--- config.mk ---
export PLATFORM = sky130hd
export DESIGN_NAME = lpif_txrx_slave_top
export DESIGN_NICKNAME = d
export VERILOG_FILES = /design/src/lpif_pkg.sv /design/src/lpif_sync_if.sv /design/src/lpif_auto_sync.sv /design/src/lpif_concat.sv /design/src/lpif_name.sv /design/src/lpif_txrx_slave_top.sv
export SDC_FILE = /design/constraint.sdc
export NUM_CORES = 1
export LEC_CHECK = 0
export ABC_AREA = 1
export BUFFER_PORTS_ARGS = -buffer_cell sky130_fd_sc_hd__buf_2
export CAP_MARGIN = 20
export CORE_AREA = 4 4 201 203
export CTS_CLUSTER_SIZE = 40
export DETAILED_ROUTE_END_ITERATION = 10
export DIE_AREA = 0 0 205 207
export PLACE_DENSITY_LB_ADDON = 0.12
export SYNTH_ARGS = -nofsm -noshare
export SYNTH_HDL_FRONTEND = slang
export SYNTH_SLANG_ARGS = --single-unit
--- constraint.sdc ---
create_clock -name clk_wr -period 4 [get_ports clk_wr]
set_clock_uncertainty 0.2 [all_clocks]
set_input_delay 0.8 -clock clk_wr [delete_from_list [all_inputs] [get_ports clk_wr]]
set_output_delay 0.8 -clock clk_wr [all_outputs]
set_load 0.02 [all_outputs]
--- src/lpif_pkg.sv ---
package lpif_pkg;

  // Flit field widths
  localparam int LPIF_STATE_W  = 4;
  localparam int LPIF_PROTID_W = 2;
  localparam int LPIF_DATA_W   = 64;
  localparam int LPIF_CRC_W    = 16;

  ////////////////////
  // Word layout, packed from bit 0 upwards
  localparam int LPIF_VALID_POS  = 0;
  localparam int LPIF_CRCV_POS   = LPIF_VALID_POS + 1;
  localparam int LPIF_CRC_POS    = LPIF_CRCV_POS + 1;
  localparam int LPIF_DVALID_POS = LPIF_CRC_POS + LPIF_CRC_W;
  localparam int LPIF_DATA_POS   = LPIF_DVALID_POS + 1;
  localparam int LPIF_PROTID_POS = LPIF_DATA_POS + LPIF_DATA_W;
  localparam int LPIF_STATE_POS  = LPIF_PROTID_POS + LPIF_PROTID_W;

  // 89 bits in total
  localparam int LPIF_WORD_W = LPIF_STATE_POS + LPIF_STATE_W;

  ////////////////////
  // PHY lane layout
  localparam int LPIF_LANE_W  = 40;
  localparam int LPIF_STB_BIT = 0;
  localparam int LPIF_MRK_BIT = 1;
  // Payload sits in lane bits 39:2
  localparam int LPIF_SLICE_W = 38;

  // Bring-up tracker states, shared by tx and rx
  typedef enum logic [1:0] {
    OFFLINE,
    COUNTING,
    ONLINE
  } sync_state_e;

  // Debug counters stick here
  localparam logic [15:0] LPIF_CNT_MAX = 16'hffff;

endpackage

--- src/lpif_sync_if.sv ---
`timescale 1ns/100ps

interface lpif_sync_if;

  // Online flags after the bring-up delay
  logic tx_online_delay;
  logic rx_online_delay;

  // Lane user bits, held for as long as tx is online
  logic tx_stb_userbit;
  logic tx_mrk_userbit;

  modport src (
    output tx_online_delay,
    output rx_online_delay,
    output tx_stb_userbit,
    output tx_mrk_userbit
  );

  modport snk (
    input tx_online_delay,
    input rx_online_delay,
    input tx_stb_userbit,
    input tx_mrk_userbit
  );

endinterface

--- src/lpif_auto_sync.sv ---
`timescale 1ns/100ps

module lpif_auto_sync (
  input  logic        clk_wr,
  input  logic        rst_n,
  input  logic        tx_online,
  input  logic        rx_online,
  input  logic [15:0] delay_x_value,
  input  logic [15:0] delay_y_value,
  lpif_sync_if.src    sync
);

  // Tracker 0 is tx, tracker 1 is rx
  localparam int TX = 0;
  localparam int RX = 1;

  logic [1:0]            online_in;
  logic [1:0][15:0]      delay_val;
  lpif_pkg::sync_state_e state_q [2];
  logic [15:0]           cnt_q [2];
  logic                  tx_online_dly;
  logic                  rx_online_dly;

  assign online_in = {rx_online, tx_online};
  assign delay_val = {delay_x_value, delay_y_value};

  ////////////////////
  // Online trackers

  // cnt_q holds the number of high samples seen so far
  always_ff @(posedge clk_wr or negedge rst_n) begin
    if (!rst_n) begin
      for (int i = 0; i < 2; i++) begin
        state_q[i] <= lpif_pkg::OFFLINE;
        cnt_q[i]   <= '0;
      end
    end else begin
      for (int i = 0; i < 2; i++) begin
        case (state_q[i])
          lpif_pkg::OFFLINE: begin
            if (online_in[i]) begin
              cnt_q[i]   <= 16'd1;
              // Zero delay goes straight online
              state_q[i] <= (delay_val[i] == '0) ? lpif_pkg::ONLINE : lpif_pkg::COUNTING;
            end
          end
          lpif_pkg::COUNTING: begin
            if (!online_in[i]) begin
              state_q[i] <= lpif_pkg::OFFLINE;
              cnt_q[i]   <= '0;
            end else if (cnt_q[i] >= delay_val[i]) begin
              state_q[i] <= lpif_pkg::ONLINE;
            end else begin
              cnt_q[i] <= cnt_q[i] + 16'd1;
            end
          end
          lpif_pkg::ONLINE: begin
            // Drop on the first low sample
            if (!online_in[i]) begin
              state_q[i] <= lpif_pkg::OFFLINE;
              cnt_q[i]   <= '0;
            end
          end
          default: begin
            state_q[i] <= lpif_pkg::OFFLINE;
            cnt_q[i]   <= '0;
          end
        endcase
      end
    end
  end

  assign tx_online_dly = (state_q[TX] == lpif_pkg::ONLINE);
  assign rx_online_dly = (state_q[RX] == lpif_pkg::ONLINE);

  ////////////////////
  // Outputs to the lane logic
  assign sync.tx_online_delay = tx_online_dly;
  assign sync.rx_online_delay = rx_online_dly;

  // Persistent strobe and marker
  assign sync.tx_stb_userbit = tx_online_dly;
  assign sync.tx_mrk_userbit = tx_online_dly;

endmodule

--- src/lpif_concat.sv ---
`timescale 1ns/100ps

module lpif_concat #(
  parameter int NUM_LANES = 3
) (
  input  logic                                        clk_wr,
  input  logic                                        rst_n,
  lpif_sync_if.snk                                    sync,
  input  logic [lpif_pkg::LPIF_WORD_W-1:0]            tx_word,
  output logic [lpif_pkg::LPIF_WORD_W-1:0]            rx_word,
  output logic [NUM_LANES*lpif_pkg::LPIF_LANE_W-1:0]  tx_phy,
  input  logic [NUM_LANES*lpif_pkg::LPIF_LANE_W-1:0]  rx_phy,
  output logic [31:0]                                 rx_debug_status,
  output logic [31:0]                                 tx_debug_status
);

  localparam int LANE_W    = lpif_pkg::LPIF_LANE_W;
  localparam int SLICE_W   = lpif_pkg::LPIF_SLICE_W;
  localparam int SLICE_LSB = LANE_W - SLICE_W;
  localparam int PAD_W     = NUM_LANES * SLICE_W;
  localparam int PHY_W     = NUM_LANES * LANE_W;

  logic [lpif_pkg::LPIF_WORD_W-1:0] tx_word_q;
  logic [lpif_pkg::LPIF_WORD_W-1:0] rx_word_q;
  logic [PAD_W-1:0]                 tx_pad;
  logic [PAD_W-1:0]                 rx_pad;
  logic [PHY_W-1:0]                 tx_lanes;
  logic [NUM_LANES-1:0]             rx_stb;
  logic [15:0]                      tx_word_cnt;
  logic [15:0]                      rx_word_cnt;
  logic [15:0]                      stb_err_cnt;

  function automatic logic [15:0] sat_inc(input logic [15:0] cnt);
    return (cnt == lpif_pkg::LPIF_CNT_MAX) ? cnt : cnt + 16'd1;
  endfunction

  ////////////////////
  // tx lane striping
  always_ff @(posedge clk_wr) begin
    tx_word_q <= tx_word;
  end

  // Spare bits of the last lane go out as zero
  assign tx_pad = PAD_W'(tx_word_q);

  always_comb begin
    tx_lanes = '0;
    for (int k = 0; k < NUM_LANES; k++) begin
      tx_lanes[k*LANE_W + SLICE_LSB +: SLICE_W]     = tx_pad[k*SLICE_W +: SLICE_W];
      tx_lanes[k*LANE_W + lpif_pkg::LPIF_STB_BIT] = sync.tx_stb_userbit;
      tx_lanes[k*LANE_W + lpif_pkg::LPIF_MRK_BIT] = sync.tx_mrk_userbit;
    end
  end

  // Quiet lanes until tx is up
  assign tx_phy = sync.tx_online_delay ? tx_lanes : '0;

  ////////////////////
  // rx lane collection
  always_comb begin
    rx_pad = '0;
    rx_stb = '0;
    for (int k = 0; k < NUM_LANES; k++) begin
      rx_pad[k*SLICE_W +: SLICE_W] = rx_phy[k*LANE_W + SLICE_LSB +: SLICE_W];
      rx_stb[k]                    = rx_phy[k*LANE_W + lpif_pkg::LPIF_STB_BIT];
    end
  end

  always_ff @(posedge clk_wr) begin
    rx_word_q <= rx_pad[lpif_pkg::LPIF_WORD_W-1:0];
  end

  assign rx_word = sync.rx_online_delay ? rx_word_q : '0;

  ////////////////////
  // Debug counters
  always_ff @(posedge clk_wr or negedge rst_n) begin
    if (!rst_n) begin
      tx_word_cnt <= '0;
      rx_word_cnt <= '0;
      stb_err_cnt <= '0;
    end else begin
      if (sync.tx_online_delay && tx_word[lpif_pkg::LPIF_VALID_POS]) begin
        tx_word_cnt <= sat_inc(tx_word_cnt);
      end
      if (sync.rx_online_delay && rx_pad[lpif_pkg::LPIF_VALID_POS]) begin
        rx_word_cnt <= sat_inc(rx_word_cnt);
      end
      // One count per cycle, however many lanes miss the strobe
      if (sync.rx_online_delay && !(&rx_stb)) begin
        stb_err_cnt <= sat_inc(stb_err_cnt);
      end
    end
  end

  assign tx_debug_status = {16'h0, tx_word_cnt};
  assign rx_debug_status = {stb_err_cnt, rx_word_cnt};

endmodule

--- src/lpif_name.sv ---
`timescale 1ns/100ps

module lpif_name (
  // Upstream flit
  input  logic [lpif_pkg::LPIF_STATE_W-1:0]  ustrm_state,
  input  logic [lpif_pkg::LPIF_PROTID_W-1:0] ustrm_protid,
  input  logic [lpif_pkg::LPIF_DATA_W-1:0]   ustrm_data,
  input  logic                               ustrm_dvalid,
  input  logic [lpif_pkg::LPIF_CRC_W-1:0]    ustrm_crc,
  input  logic                               ustrm_crc_valid,
  input  logic                               ustrm_valid,

  output logic [lpif_pkg::LPIF_WORD_W-1:0]   tx_word,
  input  logic [lpif_pkg::LPIF_WORD_W-1:0]   rx_word,

  // Downstream flit
  output logic [lpif_pkg::LPIF_STATE_W-1:0]  dstrm_state,
  output logic [lpif_pkg::LPIF_PROTID_W-1:0] dstrm_protid,
  output logic [lpif_pkg::LPIF_DATA_W-1:0]   dstrm_data,
  output logic                               dstrm_dvalid,
  output logic [lpif_pkg::LPIF_CRC_W-1:0]    dstrm_crc,
  output logic                               dstrm_crc_valid,
  output logic                               dstrm_valid
);

  ////////////////////
  // Pack upstream fields
  always_comb begin
    tx_word = '0;
    tx_word[lpif_pkg::LPIF_VALID_POS]                           = ustrm_valid;
    tx_word[lpif_pkg::LPIF_CRCV_POS]                            = ustrm_crc_valid;
    tx_word[lpif_pkg::LPIF_CRC_POS +: lpif_pkg::LPIF_CRC_W]       = ustrm_crc;
    tx_word[lpif_pkg::LPIF_DVALID_POS]                          = ustrm_dvalid;
    tx_word[lpif_pkg::LPIF_DATA_POS +: lpif_pkg::LPIF_DATA_W]     = ustrm_data;
    tx_word[lpif_pkg::LPIF_PROTID_POS +: lpif_pkg::LPIF_PROTID_W] = ustrm_protid;
    tx_word[lpif_pkg::LPIF_STATE_POS +: lpif_pkg::LPIF_STATE_W]   = ustrm_state;
  end

  ////////////////////
  // Unpack downstream fields

  // rx_word is already zero while rx is offline
  assign dstrm_valid     = rx_word[lpif_pkg::LPIF_VALID_POS];
  assign dstrm_crc_valid = rx_word[lpif_pkg::LPIF_CRCV_POS];
  assign dstrm_crc       = rx_word[lpif_pkg::LPIF_CRC_POS +: lpif_pkg::LPIF_CRC_W];
  assign dstrm_dvalid    = rx_word[lpif_pkg::LPIF_DVALID_POS];
  assign dstrm_data      = rx_word[lpif_pkg::LPIF_DATA_POS +: lpif_pkg::LPIF_DATA_W];
  assign dstrm_protid    = rx_word[lpif_pkg::LPIF_PROTID_POS +: lpif_pkg::LPIF_PROTID_W];
  assign dstrm_state     = rx_word[lpif_pkg::LPIF_STATE_POS +: lpif_pkg::LPIF_STATE_W];

endmodule

--- src/lpif_txrx_slave_top.sv ---
`timescale 1ns/100ps

module lpif_txrx_slave_top #(
  parameter int NUM_LANES = 3
) (
  input  logic                                        clk_wr,
  input  logic                                        rst_n,

  // Bring-up control
  input  logic                                        tx_online,
  input  logic                                        rx_online,
  input  logic [15:0]                                 delay_x_value,
  input  logic [15:0]                                 delay_y_value,

  // PHY lanes
  output logic [NUM_LANES*lpif_pkg::LPIF_LANE_W-1:0]  tx_phy,
  input  logic [NUM_LANES*lpif_pkg::LPIF_LANE_W-1:0]  rx_phy,

  // Downstream flit
  output logic [lpif_pkg::LPIF_STATE_W-1:0]           dstrm_state,
  output logic [lpif_pkg::LPIF_PROTID_W-1:0]          dstrm_protid,
  output logic [lpif_pkg::LPIF_DATA_W-1:0]            dstrm_data,
  output logic                                        dstrm_dvalid,
  output logic [lpif_pkg::LPIF_CRC_W-1:0]             dstrm_crc,
  output logic                                        dstrm_crc_valid,
  output logic                                        dstrm_valid,

  // Upstream flit
  input  logic [lpif_pkg::LPIF_STATE_W-1:0]           ustrm_state,
  input  logic [lpif_pkg::LPIF_PROTID_W-1:0]          ustrm_protid,
  input  logic [lpif_pkg::LPIF_DATA_W-1:0]            ustrm_data,
  input  logic                                        ustrm_dvalid,
  input  logic [lpif_pkg::LPIF_CRC_W-1:0]             ustrm_crc,
  input  logic                                        ustrm_crc_valid,
  input  logic                                        ustrm_valid,

  // Debug status
  output logic [31:0]                                 rx_downstream_debug_status,
  output logic [31:0]                                 tx_upstream_debug_status
);

  logic [lpif_pkg::LPIF_WORD_W-1:0] tx_word;
  logic [lpif_pkg::LPIF_WORD_W-1:0] rx_word;

  lpif_sync_if sync_if ();

  ////////////////////
  // Auto sync
  lpif_auto_sync lpif_auto_sync_inst (
    .clk_wr        (clk_wr),
    .rst_n         (rst_n),
    .tx_online     (tx_online),
    .rx_online     (rx_online),
    .delay_x_value (delay_x_value),
    .delay_y_value (delay_y_value),
    .sync          (sync_if.src)
  );

  ////////////////////
  // Flit packing
  lpif_name lpif_name_inst (
    .ustrm_state     (ustrm_state),
    .ustrm_protid    (ustrm_protid),
    .ustrm_data      (ustrm_data),
    .ustrm_dvalid    (ustrm_dvalid),
    .ustrm_crc       (ustrm_crc),
    .ustrm_crc_valid (ustrm_crc_valid),
    .ustrm_valid     (ustrm_valid),
    .tx_word         (tx_word),
    .rx_word         (rx_word),
    .dstrm_state     (dstrm_state),
    .dstrm_protid    (dstrm_protid),
    .dstrm_data      (dstrm_data),
    .dstrm_dvalid    (dstrm_dvalid),
    .dstrm_crc       (dstrm_crc),
    .dstrm_crc_valid (dstrm_crc_valid),
    .dstrm_valid     (dstrm_valid)
  );

  ////////////////////
  // PHY lanes, single clock for both directions
  lpif_concat #(
    .NUM_LANES (NUM_LANES)
  ) lpif_concat_inst (
    .clk_wr          (clk_wr),
    .rst_n           (rst_n),
    .sync            (sync_if.snk),
    .tx_word         (tx_word),
    .rx_word         (rx_word),
    .tx_phy          (tx_phy),
    .rx_phy          (rx_phy),
    .rx_debug_status (rx_downstream_debug_status),
    .tx_debug_status (tx_upstream_debug_status)
  );

endmodule
==> qor.csv <==
stage,metric,value,unit
status,status,finished clean,
timing,minimum clock period,3.582,ns
critical_path,"Req. time, crit path",3.00,ns
placement,DPL Wire Length,27870,microns
placement,# port buffers,448,
power_and_ir_drop,Total Power,0.008402,W
drt,vias per cell,4.065,
floorplan,Initial Utilization,29.31,%
yosys,Synth top area share,31.60,%
grt,pin count of the biggest net entering global routing,48,
clock_network,"Reg clk slew, reported paths",0.05,ns
clock_network,htree depth,2,
yosys,library cells used by synthesis,39,
critical_path,crit path kind,reg -> out,
yosys,cells after synthesis,1413,
clock_network,CTS Buf Count,34,
critical_path,R2R depth,7,
timing,# setup viols final,0,
power_and_ir_drop,Leakage,8.621,nW
grt,Overflow after GRT,0,
layout,"commonest non-fill, non-tap cell in the layout",buf_2,
min_path,HP Class,in -> async,
critical_path,Critical Path AT,2.58,ns
floorplan,IO Pins,518,
grt,overall routing resource usage,16.65,%
run,MaxCap Viol Count,0,
drt,Met3 Wirelength,2556,microns
grt,vias in the first global route,9944,
yosys,Synth Register Bits,262,
drt,routed metal-1 wirelength,14040,microns
layout,Layout area overhead,32.56,%
layout,"commonest non-fill, non-tap cells in the layout","buf_2, inv_1, nor2_1, nand2_1, dfxtp_1",
drt,metal2 WL,18000,microns
drt,drt first pass iters,4,
power_and_ir_drop,pwr/cell area,562.1,nW/um^2
drt,WL/cell,14.77,microns
timing,Final Cycle Share,89.54,%
yosys,Mapped Area,11280,sq um
drt,final wirelength,35560,microns
layout,Final Util,38.86,%
clock_network,maximum root-to-sink buffer count,3,
timing,setup_tns,0,ns
critical_path,element type at the critical path end,primary output,
clock_network,Worst-Skew Late Latency,0.53,ns
drt,Top Layer Used,met5,
grt,initial antenna violation count,10,
drt,DRT iter0 DRCs,298,
drt,DRT antenna net count,0,
yosys,yosys warns,0,
drt,Vias,9788,
power_and_ir_drop,Max VDD drop,0.3963,mV
floorplan,core area,38470,sq um
timing,Max Fclk,0.2792,GHz
yosys,main area contributors after synthesis,"dfxtp_1, dfrtp_1, inv_1, nor2_1, nand2_1",
drt,Residual DRC,0,
timing,Max-slew headroom,53.07,%
clock_network,CTS tree,built,
critical_path,Crit Path Max Fanout,47,
timing,final hold vios,0,
clock_network,root buffer cell,clkbuf_16,
clock_network,post-cts sizing count,0,
critical_path,r2r setup slk,1.55,ns
floorplan,Die H,207,microns
critical_path,CP startpoint kind,register,
layout,share of post-route cells with drive strength above 1,29.02,%
yosys,mean cell area of the mapped netlist,7.980,sq um
timing,unrepaired setup endpoints after global routing,false,
layout,Final #Nets,2146,
timing,Slew @ Worst Pin,0.7040,ns
clock_network,setup bufs post-CTS,0,
floorplan,Std-Cell Rows,72,
yosys,sequential share of the synthesized area,50.24,%
critical_path,r2r startpoint,lpif_auto_sync_inst.state_q[2]$_DFFE_PN0P_,
critical_path,Critical R2R Capture,lpif_concat_inst.tx_word_cnt[2]$_DFFE_PN0P_,
clock_network,clock sink count,262,
floorplan,Die ar.,42440,sq um
timing,max-slew violations,0,
placement,final RePlAce weighted congestion,0.8159,
floorplan,Die Wd,205,microns
yosys,post-synth top area cell,dfxtp_1,
clock_network,hold_buf cts,0,
grt,first-pass GRT wire length,55600,microns
-- sequential cells by signal, indices dropped and copies added (netlist names) --
signal	cells
lpif_auto_sync_inst.cnt_q	32
lpif_concat_inst.rx_word_q	89
lpif_auto_sync_inst.state_q	4
lpif_concat_inst.tx_word_q	89
lpif_concat_inst.rx_word_cnt	16
lpif_concat_inst.tx_word_cnt	16
lpif_concat_inst.stb_err_cnt	16
-- cell families (layout without fill, tap and decap cells) --
logic type,Yosys count,in the layout,share of synthesized area (%)
buf+inv,371,803,14.45
simple gates,629,629,23.90
flops,262,262,50.24
other cells,1,46,0.03326
fa+ha+maj,37,37,4.106
compound gates,53,53,2.608
xor+xnor,60,60,4.660
-- synthesized netlist by cell type --
| library cell | n |
|---|---|
| o21ai_2 | 4 |
| nor4_1 | 5 |
| inv_4 | 1 |
| ha_1 | 37 |
| and2_4 | 1 |
| o21bai_1 | 4 |
| o22ai_1 | 1 |
| nor2_1 | 261 |
| a211oi_1 | 1 |
| nor2_2 | 9 |
| buf_8 | 1 |
| dfrtp_1 | 84 |
| inv_1 | 288 |
| nor4_2 | 1 |
| nand2_4 | 4 |
| xnor2_1 | 10 |
| inv_2 | 4 |
| buf_2 | 7 |
| nand3b_2 | 2 |
| buf_6 | 4 |
| a21oi_1 | 17 |
| nor3_4 | 1 |
| nand2_1 | 223 |
| buf_1 | 1 |
| nand4_1 | 15 |
| o21ai_0 | 24 |
| nand3_1 | 66 |
| conb_1 | 1 |
| dfxtp_1 | 178 |
| buf_4 | 49 |
| o21ai_1 | 2 |
| nor3b_1 | 2 |
| nor3_1 | 23 |
| clkbuf_1 | 16 |
| nor3_2 | 4 |
| nor2_4 | 1 |
| xor2_1 | 50 |
| nand2_2 | 8 |
| nand3_2 | 3 |
-- metal layers --
layer  vias to the layer above  GRT usage (%)
met5                         -              0
met4                         4          5.752
met3                        67          4.958
met2                       292          29.57
met1                      4394          18.93
li1                       5031              -
-- final cells by class --
type | instances | area, sq um
Inverter | 293 | 1104
Sequential cell | 262 | 5665
Tap cell | 518 | 648.1
Clock buffer | 48 | 994.7
Timing Repair Buffer | 453 | 2295
Fill cell | 4137 | 23520
Antenna cell | 5 | 12.51
Clock inverter | 9 | 96.34
Multi-Input combinational cell | 820 | 4131
-- metrics by stage --
step | instances | hold WS [ns] | area (sq um) | setup WS [ns]
after floorplan | 1453 | 0.2871 | 11430 | 1.590
after global placement | 2346 | 0.3020 | 13840 | 0.9646
after detailed placement | 2346 | 0.3054 | 13840 | 0.8700
after CTS | 2403 | 0.001074 | 14930 | 0.2808
after global routing | 2407 | 0.03167 | 14940 | 0.1401
final | 2408 | 0.02293 | 14950 | 0.4184
-- worst max-delay path: stages, from the launching register on --
cell and delay, ns:
dfrtp_1 0.40, nor2_2 0.26, clkinv_2 0.61, buf_12 0.43
nor2_1 0.14, buf_2 0.20
-- where the power goes --
| group | total (W) | leakage, nW | internal, W | switching (W) |
|---|---|---|---|---|
| registers | 0.00305 | 2.62 | 0.00286 | 0.000183 |
| logic | 0.00240 | 5.47 | 0.000700 | 0.00170 |
| clock network | 0.00296 | 0.539 | 0.00175 | 0.00120 |
-- worst max-delay path by stage --
stage / startpoint / end / slack (ns) / depth (start not counted)
after floorplan: lpif_auto_sync_inst.state_q[2]$_DFFE_PN0P_ / tx_phy[84] / 1.59 / 5
after CTS: lpif_auto_sync_inst.state_q[2]$_DFFE_PN0P_ / tx_phy[46] / 0.28 / 5
after global routing: lpif_auto_sync_inst.state_q[2]$_DFFE_PN0P_ / tx_phy[77] / 0.14 / 5
final: lpif_auto_sync_inst.state_q[2]$_DFFE_PN0P_ / tx_phy[46] / 0.42 / 5
after global placement: lpif_auto_sync_inst.state_q[2]$_DFFE_PN0P_ / tx_phy[46] / 0.96 / 5
after detailed placement: lpif_auto_sync_inst.state_q[2]$_DFFE_PN0P_ / tx_phy[46] / 0.87 / 5
(Power assumes the default switching activity.)
